--- src/logic/apb_ss_pkg.sv ---
// APB subsystem shared definitions
package apb_ss_pkg;

  // ========================================================================
  // Sizes
  // ========================================================================
  localparam int NUM_BANKS  = 4;   // GPIO banks behind the bridge
  localparam int BANK_WIDTH = 8;   // Pins per bank
  localparam int AHB_DW     = 32;
  localparam int AHB_AW     = 32;

  // ========================================================================
  // Address map
  // ========================================================================
  localparam int BANK_MSB = 11;    // Bank number field of haddr
  localparam int BANK_LSB = 8;
  localparam int REG_MSB  = 4;     // Word offset inside a bank
  localparam int REG_LSB  = 2;

  // AHB transfer and response codes
  localparam logic [1:0] HTRANS_NONSEQ = 2'b10;
  localparam logic [1:0] HTRANS_SEQ    = 2'b11;
  localparam logic [1:0] HRESP_OKAY    = 2'b00;
  localparam logic [1:0] HRESP_ERROR   = 2'b01;

  // Register offsets, 5 to 7 undefined
  typedef enum logic [2:0] {
    REG_DOUT     = 3'd0,           // Output data
    REG_DIR      = 3'd1,           // 1 = output
    REG_DIN      = 3'd2,           // Synchronized pins, read only
    REG_IRQ_STAT = 3'd3,           // Rising-edge status, write 1 to clear
    REG_IRQ_MASK = 3'd4            // 1 = interrupt enabled
  } reg_offset_e;

  // Bridge FSM
  typedef enum logic [2:0] {
    ST_IDLE,
    ST_SETUP,                      // APB setup phase
    ST_ACCESS,                     // APB access phase
    ST_DONE,                       // AHB data phase ends OKAY
    ST_ERR1,                       // First ERROR cycle, hready low
    ST_ERR2                        // Second ERROR cycle, hready high
  } bridge_state_e;

endpackage

--- src/logic/ahb_apb_bridge.sv ---
// AHB-lite to APB bridge
`timescale 1ns/1ps

module ahb_apb_bridge (
  input  logic                              tb_hclk19,
  input  logic                              hresetn19,
  // AHB-lite slave side
  input  logic                              i_hsel,
  input  logic [apb_ss_pkg::AHB_AW-1:0]     i_haddr,
  input  logic [1:0]                        i_htrans,
  input  logic                              i_hwrite,
  input  logic [apb_ss_pkg::AHB_DW-1:0]     i_hwdata,
  input  logic                              i_hready_in,
  output logic [apb_ss_pkg::AHB_DW-1:0]     o_hrdata,
  output logic                              o_hready,
  output logic [1:0]                        o_hresp,
  // APB master side
  input  logic [apb_ss_pkg::BANK_WIDTH-1:0] i_prdata,
  output logic [apb_ss_pkg::NUM_BANKS-1:0]  o_psel,
  output logic                              o_penable,
  output logic                              o_pwrite,
  output apb_ss_pkg::reg_offset_e           o_paddr,
  output logic [apb_ss_pkg::BANK_WIDTH-1:0] o_pwdata
);
  import apb_ss_pkg::*;

  bridge_state_e               state_q;
  bridge_state_e               state_d;
  logic                        accept;        // Address phase taken this cycle
  logic                        addr_ok;       // Bank and offset both defined
  logic [BANK_MSB-BANK_LSB:0]  bank_field;
  logic [REG_MSB-REG_LSB:0]    reg_field;
  logic [BANK_MSB-BANK_LSB:0]  bank_q;
  reg_offset_e                 paddr_q;
  logic                        write_q;
  logic [BANK_WIDTH-1:0]       pwdata_q;
  logic [AHB_DW-1:0]           hrdata_q;
  logic [NUM_BANKS-1:0]        psel_dec;

  // ========================================================================
  // Address phase decode
  // ========================================================================
  assign bank_field = i_haddr[BANK_MSB:BANK_LSB];
  assign reg_field  = i_haddr[REG_MSB:REG_LSB];
  assign addr_ok    = (bank_field < NUM_BANKS) && (reg_field <= REG_IRQ_MASK);

  // hready high only in IDLE, DONE and ERR2
  assign o_hready = (state_q == ST_IDLE) || (state_q == ST_DONE) || (state_q == ST_ERR2);
  assign accept   = i_hsel && i_hready_in && o_hready &&
                    ((i_htrans == HTRANS_NONSEQ) || (i_htrans == HTRANS_SEQ));

  // ========================================================================
  // FSM
  // ========================================================================
  always_comb begin
    state_d = state_q;
    case (state_q)
      ST_IDLE, ST_DONE, ST_ERR2: begin
        if (accept) begin
          state_d = addr_ok ? ST_SETUP : ST_ERR1;  // Bad address never reaches APB
        end else begin
          state_d = ST_IDLE;
        end
      end
      ST_SETUP:  state_d = ST_ACCESS;
      ST_ACCESS: state_d = ST_DONE;                // Banks have no wait states
      ST_ERR1:   state_d = ST_ERR2;
      default:   state_d = ST_IDLE;
    endcase
  end

  always_ff @(posedge tb_hclk19) begin
    if (!hresetn19) begin
      state_q <= ST_IDLE;
    end else begin
      state_q <= state_d;
    end
  end

  // Address, direction and bank held for the whole data phase
  always_ff @(posedge tb_hclk19) begin
    if (accept) begin
      bank_q  <= bank_field;
      paddr_q <= reg_offset_e'(reg_field);
      write_q <= i_hwrite;
    end
    // Write data arrives one cycle after the address
    if (state_q == ST_SETUP) begin
      pwdata_q <= i_hwdata[BANK_WIDTH-1:0];
    end
    if ((state_q == ST_ACCESS) && !write_q) begin
      hrdata_q <= AHB_DW'(i_prdata);             // Zero-extended byte
    end
  end

  // ========================================================================
  // APB outputs
  // ========================================================================
  assign psel_dec  = {{(NUM_BANKS-1){1'b0}}, 1'b1} << bank_q;
  assign o_psel    = ((state_q == ST_SETUP) || (state_q == ST_ACCESS)) ? psel_dec : '0;
  assign o_penable = (state_q == ST_ACCESS);
  assign o_pwrite  = write_q;
  assign o_paddr   = paddr_q;
  assign o_pwdata  = pwdata_q;                   // Sampled by banks only in ACCESS

  assign o_hrdata = hrdata_q;
  assign o_hresp  = ((state_q == ST_ERR1) || (state_q == ST_ERR2)) ? HRESP_ERROR
                                                                    : HRESP_OKAY;

  // Exactly one bank selected while an APB access runs
  a_psel_onehot : assert property (
    @(posedge tb_hclk19) disable iff (!hresetn19)
    ((state_q == ST_SETUP) || (state_q == ST_ACCESS)) |-> $onehot(o_psel)
  ) else $error("bridge: psel is not one-hot during an APB access");

  // Access phase always preceded by a setup phase
  a_penable_after_setup : assert property (
    @(posedge tb_hclk19) disable iff (!hresetn19)
    o_penable |-> $past((|o_psel) && !o_penable)
  ) else $error("bridge: penable without a setup cycle");

endmodule

--- src/logic/gpio_bank.sv ---
// GPIO bank with edge interrupts
`timescale 1ns/1ps

module gpio_bank (
  input  logic                              tb_hclk19,
  input  logic                              hresetn19,
  input  logic                              i_psel,
  input  logic                              i_penable,
  input  logic                              i_pwrite,
  input  apb_ss_pkg::reg_offset_e           i_paddr,
  input  logic [apb_ss_pkg::BANK_WIDTH-1:0] i_pwdata,
  input  logic [apb_ss_pkg::BANK_WIDTH-1:0] i_gpio_in,
  output logic [apb_ss_pkg::BANK_WIDTH-1:0] o_prdata,
  output logic [apb_ss_pkg::BANK_WIDTH-1:0] o_gpio_out,
  output logic [apb_ss_pkg::BANK_WIDTH-1:0] o_gpio_n_oe,
  output logic                              o_irq
);
  import apb_ss_pkg::*;

  logic [BANK_WIDTH-1:0] dout_q;
  logic [BANK_WIDTH-1:0] dir_q;
  logic [BANK_WIDTH-1:0] mask_q;
  logic [BANK_WIDTH-1:0] stat_q;
  logic [BANK_WIDTH-1:0] sync1_q;   // First synchronizer flop
  logic [BANK_WIDTH-1:0] sync2_q;   // Stable pin level, read as DIN
  logic [BANK_WIDTH-1:0] sync3_q;   // Previous level for edge detect
  logic [BANK_WIDTH-1:0] rise;
  logic [BANK_WIDTH-1:0] clr;
  logic                  wr_en;

  assign wr_en = i_psel && i_penable && i_pwrite;  // APB write in ACCESS

  // ========================================================================
  // Control registers
  // ========================================================================
  always_ff @(posedge tb_hclk19) begin
    if (!hresetn19) begin
      dout_q <= '0;
      dir_q  <= '0;                                // All pins inputs
      mask_q <= '0;
    end else if (wr_en) begin
      case (i_paddr)
        REG_DOUT:     dout_q <= i_pwdata;
        REG_DIR:      dir_q  <= i_pwdata;
        REG_IRQ_MASK: mask_q <= i_pwdata;
        default: ;                                 // DIN read only, STAT below
      endcase
    end
  end

  // Input synchronizer and edge detect
  always_ff @(posedge tb_hclk19) begin
    if (!hresetn19) begin
      sync1_q <= '0;
      sync2_q <= '0;
      sync3_q <= '0;
    end else begin
      sync1_q <= i_gpio_in;
      sync2_q <= sync1_q;
      sync3_q <= sync2_q;
    end
  end

  assign rise = sync2_q & ~sync3_q;
  assign clr  = (wr_en && (i_paddr == REG_IRQ_STAT)) ? i_pwdata : '0;

  // Set has priority over write-one-to-clear
  always_ff @(posedge tb_hclk19) begin
    if (!hresetn19) begin
      stat_q <= '0;
    end else begin
      stat_q <= (stat_q & ~clr) | rise;
    end
  end

  // ========================================================================
  // Read mux and pin outputs
  // ========================================================================
  always_comb begin
    case (i_paddr)
      REG_DOUT:     o_prdata = dout_q;
      REG_DIR:      o_prdata = dir_q;
      REG_DIN:      o_prdata = sync2_q;
      REG_IRQ_STAT: o_prdata = stat_q;
      REG_IRQ_MASK: o_prdata = mask_q;
      default:      o_prdata = '0;
    endcase
  end

  assign o_gpio_out  = dout_q;
  assign o_gpio_n_oe = ~dir_q;                     // Active-low enable
  assign o_irq       = |(stat_q & mask_q);

  // Access strobe on this bank only after its own setup cycle
  a_access_after_setup : assert property (
    @(posedge tb_hclk19) disable iff (!hresetn19)
    (i_psel && i_penable) |-> $past(i_psel && !i_penable)
  ) else $error("gpio_bank: access strobe without setup");

endmodule

--- src/logic/apb_read_return.sv ---
// APB read data and interrupt return
`timescale 1ns/1ps

module apb_read_return (
  input  logic [apb_ss_pkg::NUM_BANKS-1:0]                        i_psel,
  input  logic [apb_ss_pkg::NUM_BANKS*apb_ss_pkg::BANK_WIDTH-1:0] i_prdata_all,
  input  logic [apb_ss_pkg::NUM_BANKS-1:0]                        i_irq_all,
  output logic [apb_ss_pkg::BANK_WIDTH-1:0]                       o_prdata,
  output logic [apb_ss_pkg::NUM_BANKS-1:0]                        o_irq
);
  import apb_ss_pkg::*;

  logic [BANK_WIDTH-1:0] rd_mux;

  // ========================================================================
  // AND-OR read mux
  // ========================================================================
  always_comb begin
    rd_mux = '0;                                   // Zero when nothing selected
    for (int b = 0; b < NUM_BANKS; b++) begin
      rd_mux = rd_mux | (i_prdata_all[b*BANK_WIDTH +: BANK_WIDTH] & {BANK_WIDTH{i_psel[b]}});
    end
    // The OR merge relies on the bridge selecting one bank at most
    a_psel_onehot : assert ($onehot0(i_psel))
      else $error("read_return: more than one bank selected");
  end

  assign o_prdata = rd_mux;

  // One line per bank, not collapsed, so software sees the source bank
  assign o_irq = i_irq_all;

endmodule

--- src/logic/apb_ss_top.sv ---
// APB GPIO subsystem top
`timescale 1ns/1ps

module apb_ss_top (
  input  logic                                                    tb_hclk19,
  input  logic                                                    hresetn19,
  // AHB-lite slave port
  input  logic                                                    i_hsel,
  input  logic [apb_ss_pkg::AHB_AW-1:0]                           i_haddr,
  input  logic [1:0]                                              i_htrans,
  input  logic                                                    i_hwrite,
  input  logic [apb_ss_pkg::AHB_DW-1:0]                           i_hwdata,
  input  logic                                                    i_hready_in,
  output logic [apb_ss_pkg::AHB_DW-1:0]                           o_hrdata,
  output logic                                                    o_hready,
  output logic [1:0]                                              o_hresp,
  // GPIO pins, bank b at [b*BANK_WIDTH +: BANK_WIDTH]
  input  logic [apb_ss_pkg::NUM_BANKS*apb_ss_pkg::BANK_WIDTH-1:0] i_gpio_in,
  output logic [apb_ss_pkg::NUM_BANKS*apb_ss_pkg::BANK_WIDTH-1:0] o_gpio_out,
  output logic [apb_ss_pkg::NUM_BANKS*apb_ss_pkg::BANK_WIDTH-1:0] o_gpio_n_oe,
  output logic [apb_ss_pkg::NUM_BANKS-1:0]                        o_irq
);
  import apb_ss_pkg::*;

  // APB bus, shared except psel
  logic [NUM_BANKS-1:0]            psel;
  logic                            penable;
  logic                            pwrite;
  reg_offset_e                     paddr;
  logic [BANK_WIDTH-1:0]           pwdata;
  logic [BANK_WIDTH-1:0]           prdata;
  logic [NUM_BANKS*BANK_WIDTH-1:0] prdata_all;   // Flat, one slice per bank
  logic [NUM_BANKS-1:0]            irq_all;

  ahb_apb_bridge ahb_apb_bridge_i (
    .tb_hclk19   (tb_hclk19),
    .hresetn19   (hresetn19),
    .i_hsel      (i_hsel),
    .i_haddr     (i_haddr),
    .i_htrans    (i_htrans),
    .i_hwrite    (i_hwrite),
    .i_hwdata    (i_hwdata),
    .i_hready_in (i_hready_in),
    .o_hrdata    (o_hrdata),
    .o_hready    (o_hready),
    .o_hresp     (o_hresp),
    .i_prdata    (prdata),
    .o_psel      (psel),
    .o_penable   (penable),
    .o_pwrite    (pwrite),
    .o_paddr     (paddr),
    .o_pwdata    (pwdata)
  );

  // ========================================================================
  // GPIO banks
  // ========================================================================
  for (genvar g = 0; g < NUM_BANKS; g++) begin : g_bank
    gpio_bank gpio_bank_i (
      .tb_hclk19   (tb_hclk19),
      .hresetn19   (hresetn19),
      .i_psel      (psel[g]),
      .i_penable   (penable),
      .i_pwrite    (pwrite),
      .i_paddr     (paddr),
      .i_pwdata    (pwdata),
      .i_gpio_in   (i_gpio_in[g*BANK_WIDTH +: BANK_WIDTH]),
      .o_prdata    (prdata_all[g*BANK_WIDTH +: BANK_WIDTH]),
      .o_gpio_out  (o_gpio_out[g*BANK_WIDTH +: BANK_WIDTH]),
      .o_gpio_n_oe (o_gpio_n_oe[g*BANK_WIDTH +: BANK_WIDTH]),
      .o_irq       (irq_all[g])
    );
  end

  apb_read_return apb_read_return_i (
    .i_psel       (psel),
    .i_prdata_all (prdata_all),
    .i_irq_all    (irq_all),
    .o_prdata     (prdata),
    .o_irq        (o_irq)
  );

endmodule

--- config.mk ---
export PLATFORM = sky130hd
export DESIGN_NAME = apb_ss_top
export DESIGN_NICKNAME = d
export VERILOG_FILES = /design/src/logic/apb_ss_pkg.sv /design/src/logic/ahb_apb_bridge.sv /design/src/logic/gpio_bank.sv /design/src/logic/apb_read_return.sv /design/src/logic/apb_ss_top.sv
export SDC_FILE = /design/constraint.sdc
export NUM_CORES = 1
export LEC_CHECK = 0
export BUFFER_PORTS_ARGS = -buffer_cell sky130_fd_sc_hd__buf_2
export CORE_ASPECT_RATIO = 0.6
export CORE_MARGIN = 8
export CORE_UTILIZATION = 50
export CTS_CLUSTER_DIAMETER = 200
export CTS_CLUSTER_SIZE = 40
export DETAILED_ROUTE_END_ITERATION = 8
export PLACE_DENSITY = 0.84
export SLEW_MARGIN = 20
export SYNTH_ARGS = -nofsm -noshare
export SYNTH_HDL_FRONTEND = slang
export SYNTH_SLANG_ARGS = --single-unit
--- constraint.sdc ---
create_clock -name tb_hclk19 -period 1.9 [get_ports tb_hclk19]
set_input_delay 0.57 -clock tb_hclk19 [delete_from_list [all_inputs] [get_ports tb_hclk19]]
set_output_delay 0.57 -clock tb_hclk19 [all_outputs]
set_load 0.01 [all_outputs]
==> results of run 1 <==
## layer usage
metal / vias up / routed length [um] / GRT usage / share of wire
li1: 3966 / - / - / -
met1: 4160 / 13860 / 0.3024 / 0.44
met2: 416 / 14060 / 0.3446 / 0.44
met3: 75 / 2943 / 0.04926 / 0.093
met4: 2 / 783 / 0.04509 / 0.025
met5: - / 13 / 0 / 0.00041
## power by group through the flow
| stage | clock, mW | sequential (mW) | combinational (mW) |
|---|---|---|---|
| floorplan | 0 | 5.66 | 0.434 |
| detailed placement | 0 | 5.69 | 0.647 |
| finish | 2.76 | 5.58 | 0.755 |
| global route | 2.99 | 5.60 | 0.805 |
| global placement | 0 | 5.69 | 0.630 |
| CTS | 2.79 | 5.58 | 0.665 |
## cell usage in the layout (no fill, tap or decap), types with 17 or more instances in the layout
cell	count
o21ai_0	24
nand2b_1	32
mux2i_1	118
nor2b_1	98
and2_1	97
dfxtp_1	211
edfxtp_1	24
inv_1	33
nor3b_2	17
nor2_1	27
nand3b_1	48
a21boi_0	31
buf_2	130
a22oi_1	18
buf_4	94
a21oi_1	27
conb_1	25
## stage by stage
step	setup TNS, ns	util	instance area [um^2]	std cells	setup slack (ns)
floorplan	0	-	10990	1089	0.05700
global placement	-0.07958	0.5791	12270	1487	-0.07091
detailed placement	-0.2518	0.5791	12270	1487	-0.08856
CTS	-0.2453	0.6021	12760	1511	-0.08237
global route	-1.421	0.6272	13290	1532	-0.1291
finish	-0.7289	0.6272	13290	1532	-0.1101
## area by class of cell
type	count	share of cell area
Sequential cell	251	0.3979
Clock inverter	1	0.002260
Clock buffer	15	0.02185
Tap cell	279	0.02627
Timing Repair Buffer	250	0.1336
Multi-Input combinational cell	703	0.4088
Inverter	33	0.009322
## Yosys cell counts (4+ instances only)
master       n  area, um^2
a21boi_0    32       240.2
a21oi_1     28       140.1
a22oi_1     30       225.2
and2_1      97       606.8
buf_1        7       26.28
buf_2       14       70.07
buf_4       30       225.2
clkbuf_1    49       183.9
dfxtp_1    227        4544
edfxtp_1    24       720.7
inv_1       33       123.9
mux2_2       8       90.09
mux2i_1    120        1201
nand2_1     17       63.81
nand2b_1    33       206.5
nand3_2      4       40.04
nand3_4      4       70.07
nand3b_1    48       360.4
nand4_1      4       25.02
nand4_2      4       50.05
nor2_1      27       101.4
nor2b_1    100       625.6
nor3b_1     27       202.7
o2111ai_1    8       70.07
o21ai_0     33       165.2
o22a_1       8       70.07
o31ai_1     24       180.2
## worst paths after layout
check                                                             startpoint                                          end  slack [ns]  cells after the start
worst max-delay path            g_bank[3].gpio_bank_i.mask_q[1]$_SDFFE_PN0P_                                     o_irq[3]       -0.11                      3
worst min-delay path                                                i_hwrite          ahb_apb_bridge_i.o_pwrite$_DFFE_PN_        0.23                      1
worst max register to register         ahb_apb_bridge_i.o_paddr[0]$_DFFE_PN_       ahb_apb_bridge_i.o_hrdata[0]$_DFFE_PP_       -0.07                      7
worst min register to register   g_bank[0].gpio_bank_i.sync1_q[6]$_SDFF_PN0_  g_bank[0].gpio_bank_i.sync2_q[6]$_SDFF_PN0_        0.45                      1
## timing repair
action	4_1_cts	5_1_grt
cloned	0	3
pin swaps	8	21
setup endpoints to repair	13	92
gates resized for setup	33	83
setup buffers	9	18
endpoints found under the hold margin	0	0
## critical path: cells and delay by family, from the launching register on
family,cells,cell delay [ns]
compound gates,1,0.20
flops,1,0.36
buf+inv,1,0.19
simple gates,1,0.18
## state kept, by name, indices dropped and copies added, names as in the netlist
signal,count
g_bank.gpio_bank_i.dir_q,32
g_bank.gpio_bank_i.mask_q,32
g_bank.gpio_bank_i.o_gpio_out,32
g_bank.gpio_bank_i.stat_q,32
g_bank.gpio_bank_i.sync1_q,32
g_bank.gpio_bank_i.sync2_q,32
g_bank.gpio_bank_i.sync3_q,32
ahb_apb_bridge_i.o_hrdata,8
ahb_apb_bridge_i.o_pwdata,8
ahb_apb_bridge_i.bank_q,4
ahb_apb_bridge_i.o_paddr,3
ahb_apb_bridge_i.state_q,3
ahb_apb_bridge_i.o_pwrite,1
## cells by family after synthesis
logic type | count (synthesis)
compound gates | 166
other cells | 1
xor+xnor | 2
buf+inv | 135
mux | 128
simple gates | 382
flops | 251
==> metrics.cfg, run 1 <==
[synthesis]
synthArstFlopShare=0
synth-edff-count=24
synthCells=1065
syn_avg_cell_area_um2=10.23
yosys_warnings=0
synth_compound_area_frac=0.1023
synthXorXnorAreaFrac=0.001608
synth_top_family_by_area=simple AND/OR/NAND/NOR gates
yosys.area_share.adder=0
synth.distinct_cells=47
ys_ff_latch=251
muxShareOfSynthArea=0.1185
synth-simple-area-share=0.2348
ys_seq_area_frac=0.4832
syn_area_um2=10900
synth-main-ff-cell=dfxtp_1

[sta]
fin_skew_ns=0.05061
hold_viol_final=0
fin_crit_ns=2.010
final-setup-viol-count=13
fin_hold_ws_ns=0.2276
fmax_mhz=497.5
worst_slack_ns=-0.1101
fin_crit_sh=1.058
rsz0062_at_grt=true
slew_violations=0

[outcome]
violations=setup timing
run_status=complete, but fails checks

[power]
power.density_nw_per_um2=684.9
combPwrFrac=0.083
power.total_mw=9.100
p_sw_frac=0.2350
leakage_nw=5.574
cell_internal_pwr_mw=6.962
p_sw_mw=2.138
ir_worst_vdd_uv=729.9
pwr-share-seq=0.614
clkPwrFrac=0.303

[place]
port_buffers=130
hpwl_mm=22.90
gp_congestion=0.9557

[cells_and_area]
fill_cells=1685
multi_input_area_um2=5431
diodes=0
register_area_um2=5288
nets=1352
drive_gt1_frac=0.2945
area_growth_pct=21.94

[grt]
grtUsageTotal=0.2181
grt_max_degree=54
overflow=0
grt_pass1_wl_mm=45.65
antenna_found_initial=1
grt_pass1_vias=8145

[critical_path]
worstPathCellList=a22oi_2 -> nand4_1 -> buf_2
cp.arrival_ns=1.44
path_max_fanout=2
cp_slowest_cell=dfxtp_2
start_kind=flip-flop
worstSetupEndpointType=output port
path_class=flip-flop to output port
crit_path_max_incr_delay_ns=0.36
cp_data_required_time_ns=1.33

[drt]
wl_mm=31.66
drt_iter0_markers=943
dr.pass1.iters=6
wire_per_inst_um=20.67
antenna_left=0
vias=8619
vias_per_cell=5.626
drc=0

[cts]
h-tree-depth=1
cts_buffers=10
hold_buffers=0
clock_path_buffers=3
cts_tree=built
clkLatencyLatePin_ns=0.50
clk_pin_slew_ns=0.16
root_buffer=clkbuf_16
cts_sinks=251

[floorplan]
fp.dieW_um=206.6
fp.dieH_um=130.4
dieArea_um2=26930
start_util=0.5143
std_cell_rows=41
coreArea_um2=21190
ios=206

[flow_run]
maxCapViolations=0

[worst_hold_path]
min_path_type=primary input to flip-flop

No activity file was read; power rests on OpenSTA's default activity.
==> run 2, diff against run 1 <==
BUFFER_PORTS_ARGS = default   (was -buffer_cell sky130_fd_sc_hd__buf_2)
DONT_BUFFER_PORTS = 1   (was default)
PLACE_DENSITY = 0.76   (was 0.84)
==> metrics.cfg, run 2 (same netlist as run 1, synthesis figures left out) <==
[place]
dp_cells=1336  ; -10%
hpwl_mm=21.82  ; -4.7%
port_buffers=0  ; -100%
gp_congestion=0.9189  ; -3.9%

[critical_path]
path_delay_family=buffers and inverters
crit_path_max_incr_delay_ns=0.48  ; +0.12 ns
path_buf_inv=4  ; +3
cp-startpoint=ahb_apb_bridge_i.o_paddr[0]$_DFFE_PN_
worstSetupEndpointType=flip-flop
r2r_start=ahb_apb_bridge_i.o_paddr[0]$_DFFE_PN_
start_kind=flip-flop
path_max_fanout=12  ; +10
path_class=flip-flop to flip-flop
cp.arrival_ns=2.22  ; +0.78 ns
cp_data_required_time_ns=2.14  ; +0.81 ns
rrSetupSlack_ns=-0.08  ; about the same
worstPathCellList=buf_6 -> buf_16 -> buf_8 -> nand3b_1 -> a21oi_1 -> o31ai_1 -> buf_4 -> o2111ai_2
rr_worst_depth=8  ; +1
regToRegEndpoint=ahb_apb_bridge_i.o_hrdata[4]$_DFFE_PP_
cp_slowest_cell=edfxtp_1

[power]
leakage_nw=4.888  ; -12%
p_sw_frac=0.2292  ; -0.005768
clkPwrFrac=0.309  ; +0.006
p_sw_mw=2.045  ; -4.4%
cell_internal_pwr_mw=6.877  ; -1.2%
pwr-share-seq=0.627  ; +0.013
ir_worst_vdd_uv=825.9  ; +13%
combPwrFrac=0.065  ; -0.018
power.total_mw=8.923  ; -2.0%
power.density_nw_per_um2=726.6  ; +6.1%

[grt]
overflow=0  ; unchanged
grt_pass1_vias=7460  ; -8.4%
grt_pass1_wl_mm=44.30  ; -3.0%
antenna_found_initial=0  ; -1
grt_busiest_layer=met2
use_met3=0.05347  ; +0.004208
grt_max_degree=227  ; +320%
use_met1=0.2998  ; -0.002598
gr-usage-met2=0.3373  ; -0.007366
grtUsageTotal=0.2145  ; -0.003604

[drt]
wire_per_inst_um=22.02  ; +6.6%
drt_iter0_markers=733  ; -22%
drc=0  ; unchanged
antenna_left=0  ; unchanged
dr.pass1.iters=5  ; -1
wl_mm=30.10  ; -4.9%
vias=7720  ; -10%
vias_per_cell=5.647  ; +0.38%

[cts]
clkLatencyLatePin_ns=0.50  ; about the same
cts_sinks=251  ; unchanged
clock_path_buffers=3  ; unchanged
hold_buffers=0  ; unchanged
cts_buffers=10  ; unchanged
h-tree-depth=1  ; unchanged
root_buffer=clkbuf_16
cts_tree=built
clk_pin_slew_ns=0.15  ; about the same

[sta]
hold_viol_final=0  ; unchanged
fin_crit_ns=1.980  ; -0.03032 ns
fin_skew_ns=0.04825  ; -0.002369 ns
fin_hold_ws_ns=0.1476  ; -0.08000 ns
fmax_mhz=505.1  ; +1.5%
final-setup-viol-count=10  ; -3
rsz0062_at_grt=true
fin_crit_sh=1.042  ; -0.01596
worst_slack_ns=-0.07976  ; +0.03032 ns
slew_violations=0  ; unchanged

[cells_and_area]
layout_common_cells=dfxtp_1, mux2i_1, nor2b_1
final_common_cell=dfxtp_1
fin_cells=1367  ; -11%
nets=1187  ; -12%
final_util=0.5796  ; -0.04760
drive_gt1_frac=0.1673  ; -0.1272
diodes=0  ; unchanged
area_growth_pct=12.69

[floorplan]
std_cell_rows=41  ; unchanged
dieArea_um2=26930  ; unchanged
fp.dieH_um=130.4  ; unchanged
fp.dieW_um=206.6  ; unchanged
ios=206  ; unchanged
coreArea_um2=21190  ; unchanged
start_util=0.5143  ; unchanged

[worst_hold_path]
min_path_type=primary input to flip-flop
hold_path_startpoint=i_hwdata[5]
holdPathStages=0  ; -1
hold_path_end=ahb_apb_bridge_i.o_pwdata[5]$_DFFE_PP_

[outcome]
violations=setup timing
run_status=complete, but fails checks

[flow_run]
maxCapViolations=0  ; unchanged

==> run 2: changes by cell type in the layout (fill, tap and decap cells not counted), moves of 4 or more <==
cell / change
buf_2: -130
buf_4: -30
nor3b_1: +14
nor3b_2: -13
o21ai_0: +9
o21ai_1: -8
o31ai_1: +7
o31ai_2: -7
nand2_1: +4
nand2_2: -4
==> run 2: area by class of cell <==
type	instances	area, um^2
repair buffers	85	837.1
well taps	279	349.1
inverters	33	123.9
fillers	1794	8907
flip-flops and latches	251	5290
clock buffers	15	290.3
clock inverters	1	30.03
multi-input cells	703	5359
==> run 2: worst register-to-register path, cell delays in order (launching register included) <==
cell       delay, ns
edfxtp_1        0.48
buf_6           0.16
buf_16          0.15
buf_8           0.14
nand3b_1        0.11
a21oi_1         0.08
o31ai_1         0.30
buf_4           0.20
o2111ai_2       0.11
==> run 2: power groups by stage <==
stage,clock [mW],sequential (mW),combinational [mW]
floorplan,0,5.66,0.434
global placement,0,5.69,0.486
detailed placement,0,5.70,0.496
CTS,2.80,5.58,0.543
global route,2.97,5.61,0.610
finish,2.75,5.59,0.576
==> run 2: how the worst max path moves through the flow <==
stage	to	depth (start not counted)	slack, ns
floorplan	ahb_apb_bridge_i.bank_q[0]$_DFFE_PN_	2	0.06
global placement	ahb_apb_bridge_i.o_hrdata[6]$_DFFE_PP_	7	-0.08
detailed placement	ahb_apb_bridge_i.o_hrdata[6]$_DFFE_PP_	7	-0.12
CTS	ahb_apb_bridge_i.o_hrdata[6]$_DFFE_PP_	6	-0.05
global route	g_bank[0].gpio_bank_i.o_gpio_out[4]$_SDFFE_PN0P_	7	-0.11
finish	ahb_apb_bridge_i.o_hrdata[4]$_DFFE_PP_	8	-0.08
==> run 2: per-layer routing <==
metal,up-vias,wire [um]
met1,3793,13380
met4,0,312
li1,3631,-
met3,25,2786
met5,-,0
met2,271,13620
==> run 2: repair_timing <==
action,4_1_cts,5_1_grt
resized for setup,34,46
pin swaps,10,10
setup buffers,6,8
cloned,2,0
setup endpoints to repair,18,60
==> run 2: through the flow <==
stage	instance area, um^2	setup WS [ns]	setup TNS (ns)
6_report	12280	-0.07976	-0.2574
5_1_grt	12280	-0.1100	-1.889
4_1_cts	12040	-0.04789	-0.1171
3_5_place_dp	11430	-0.1178	-0.3716
3_3_place_gp	11430	-0.08069	-0.08730
2_1_floorplan	10990	0.05700	0
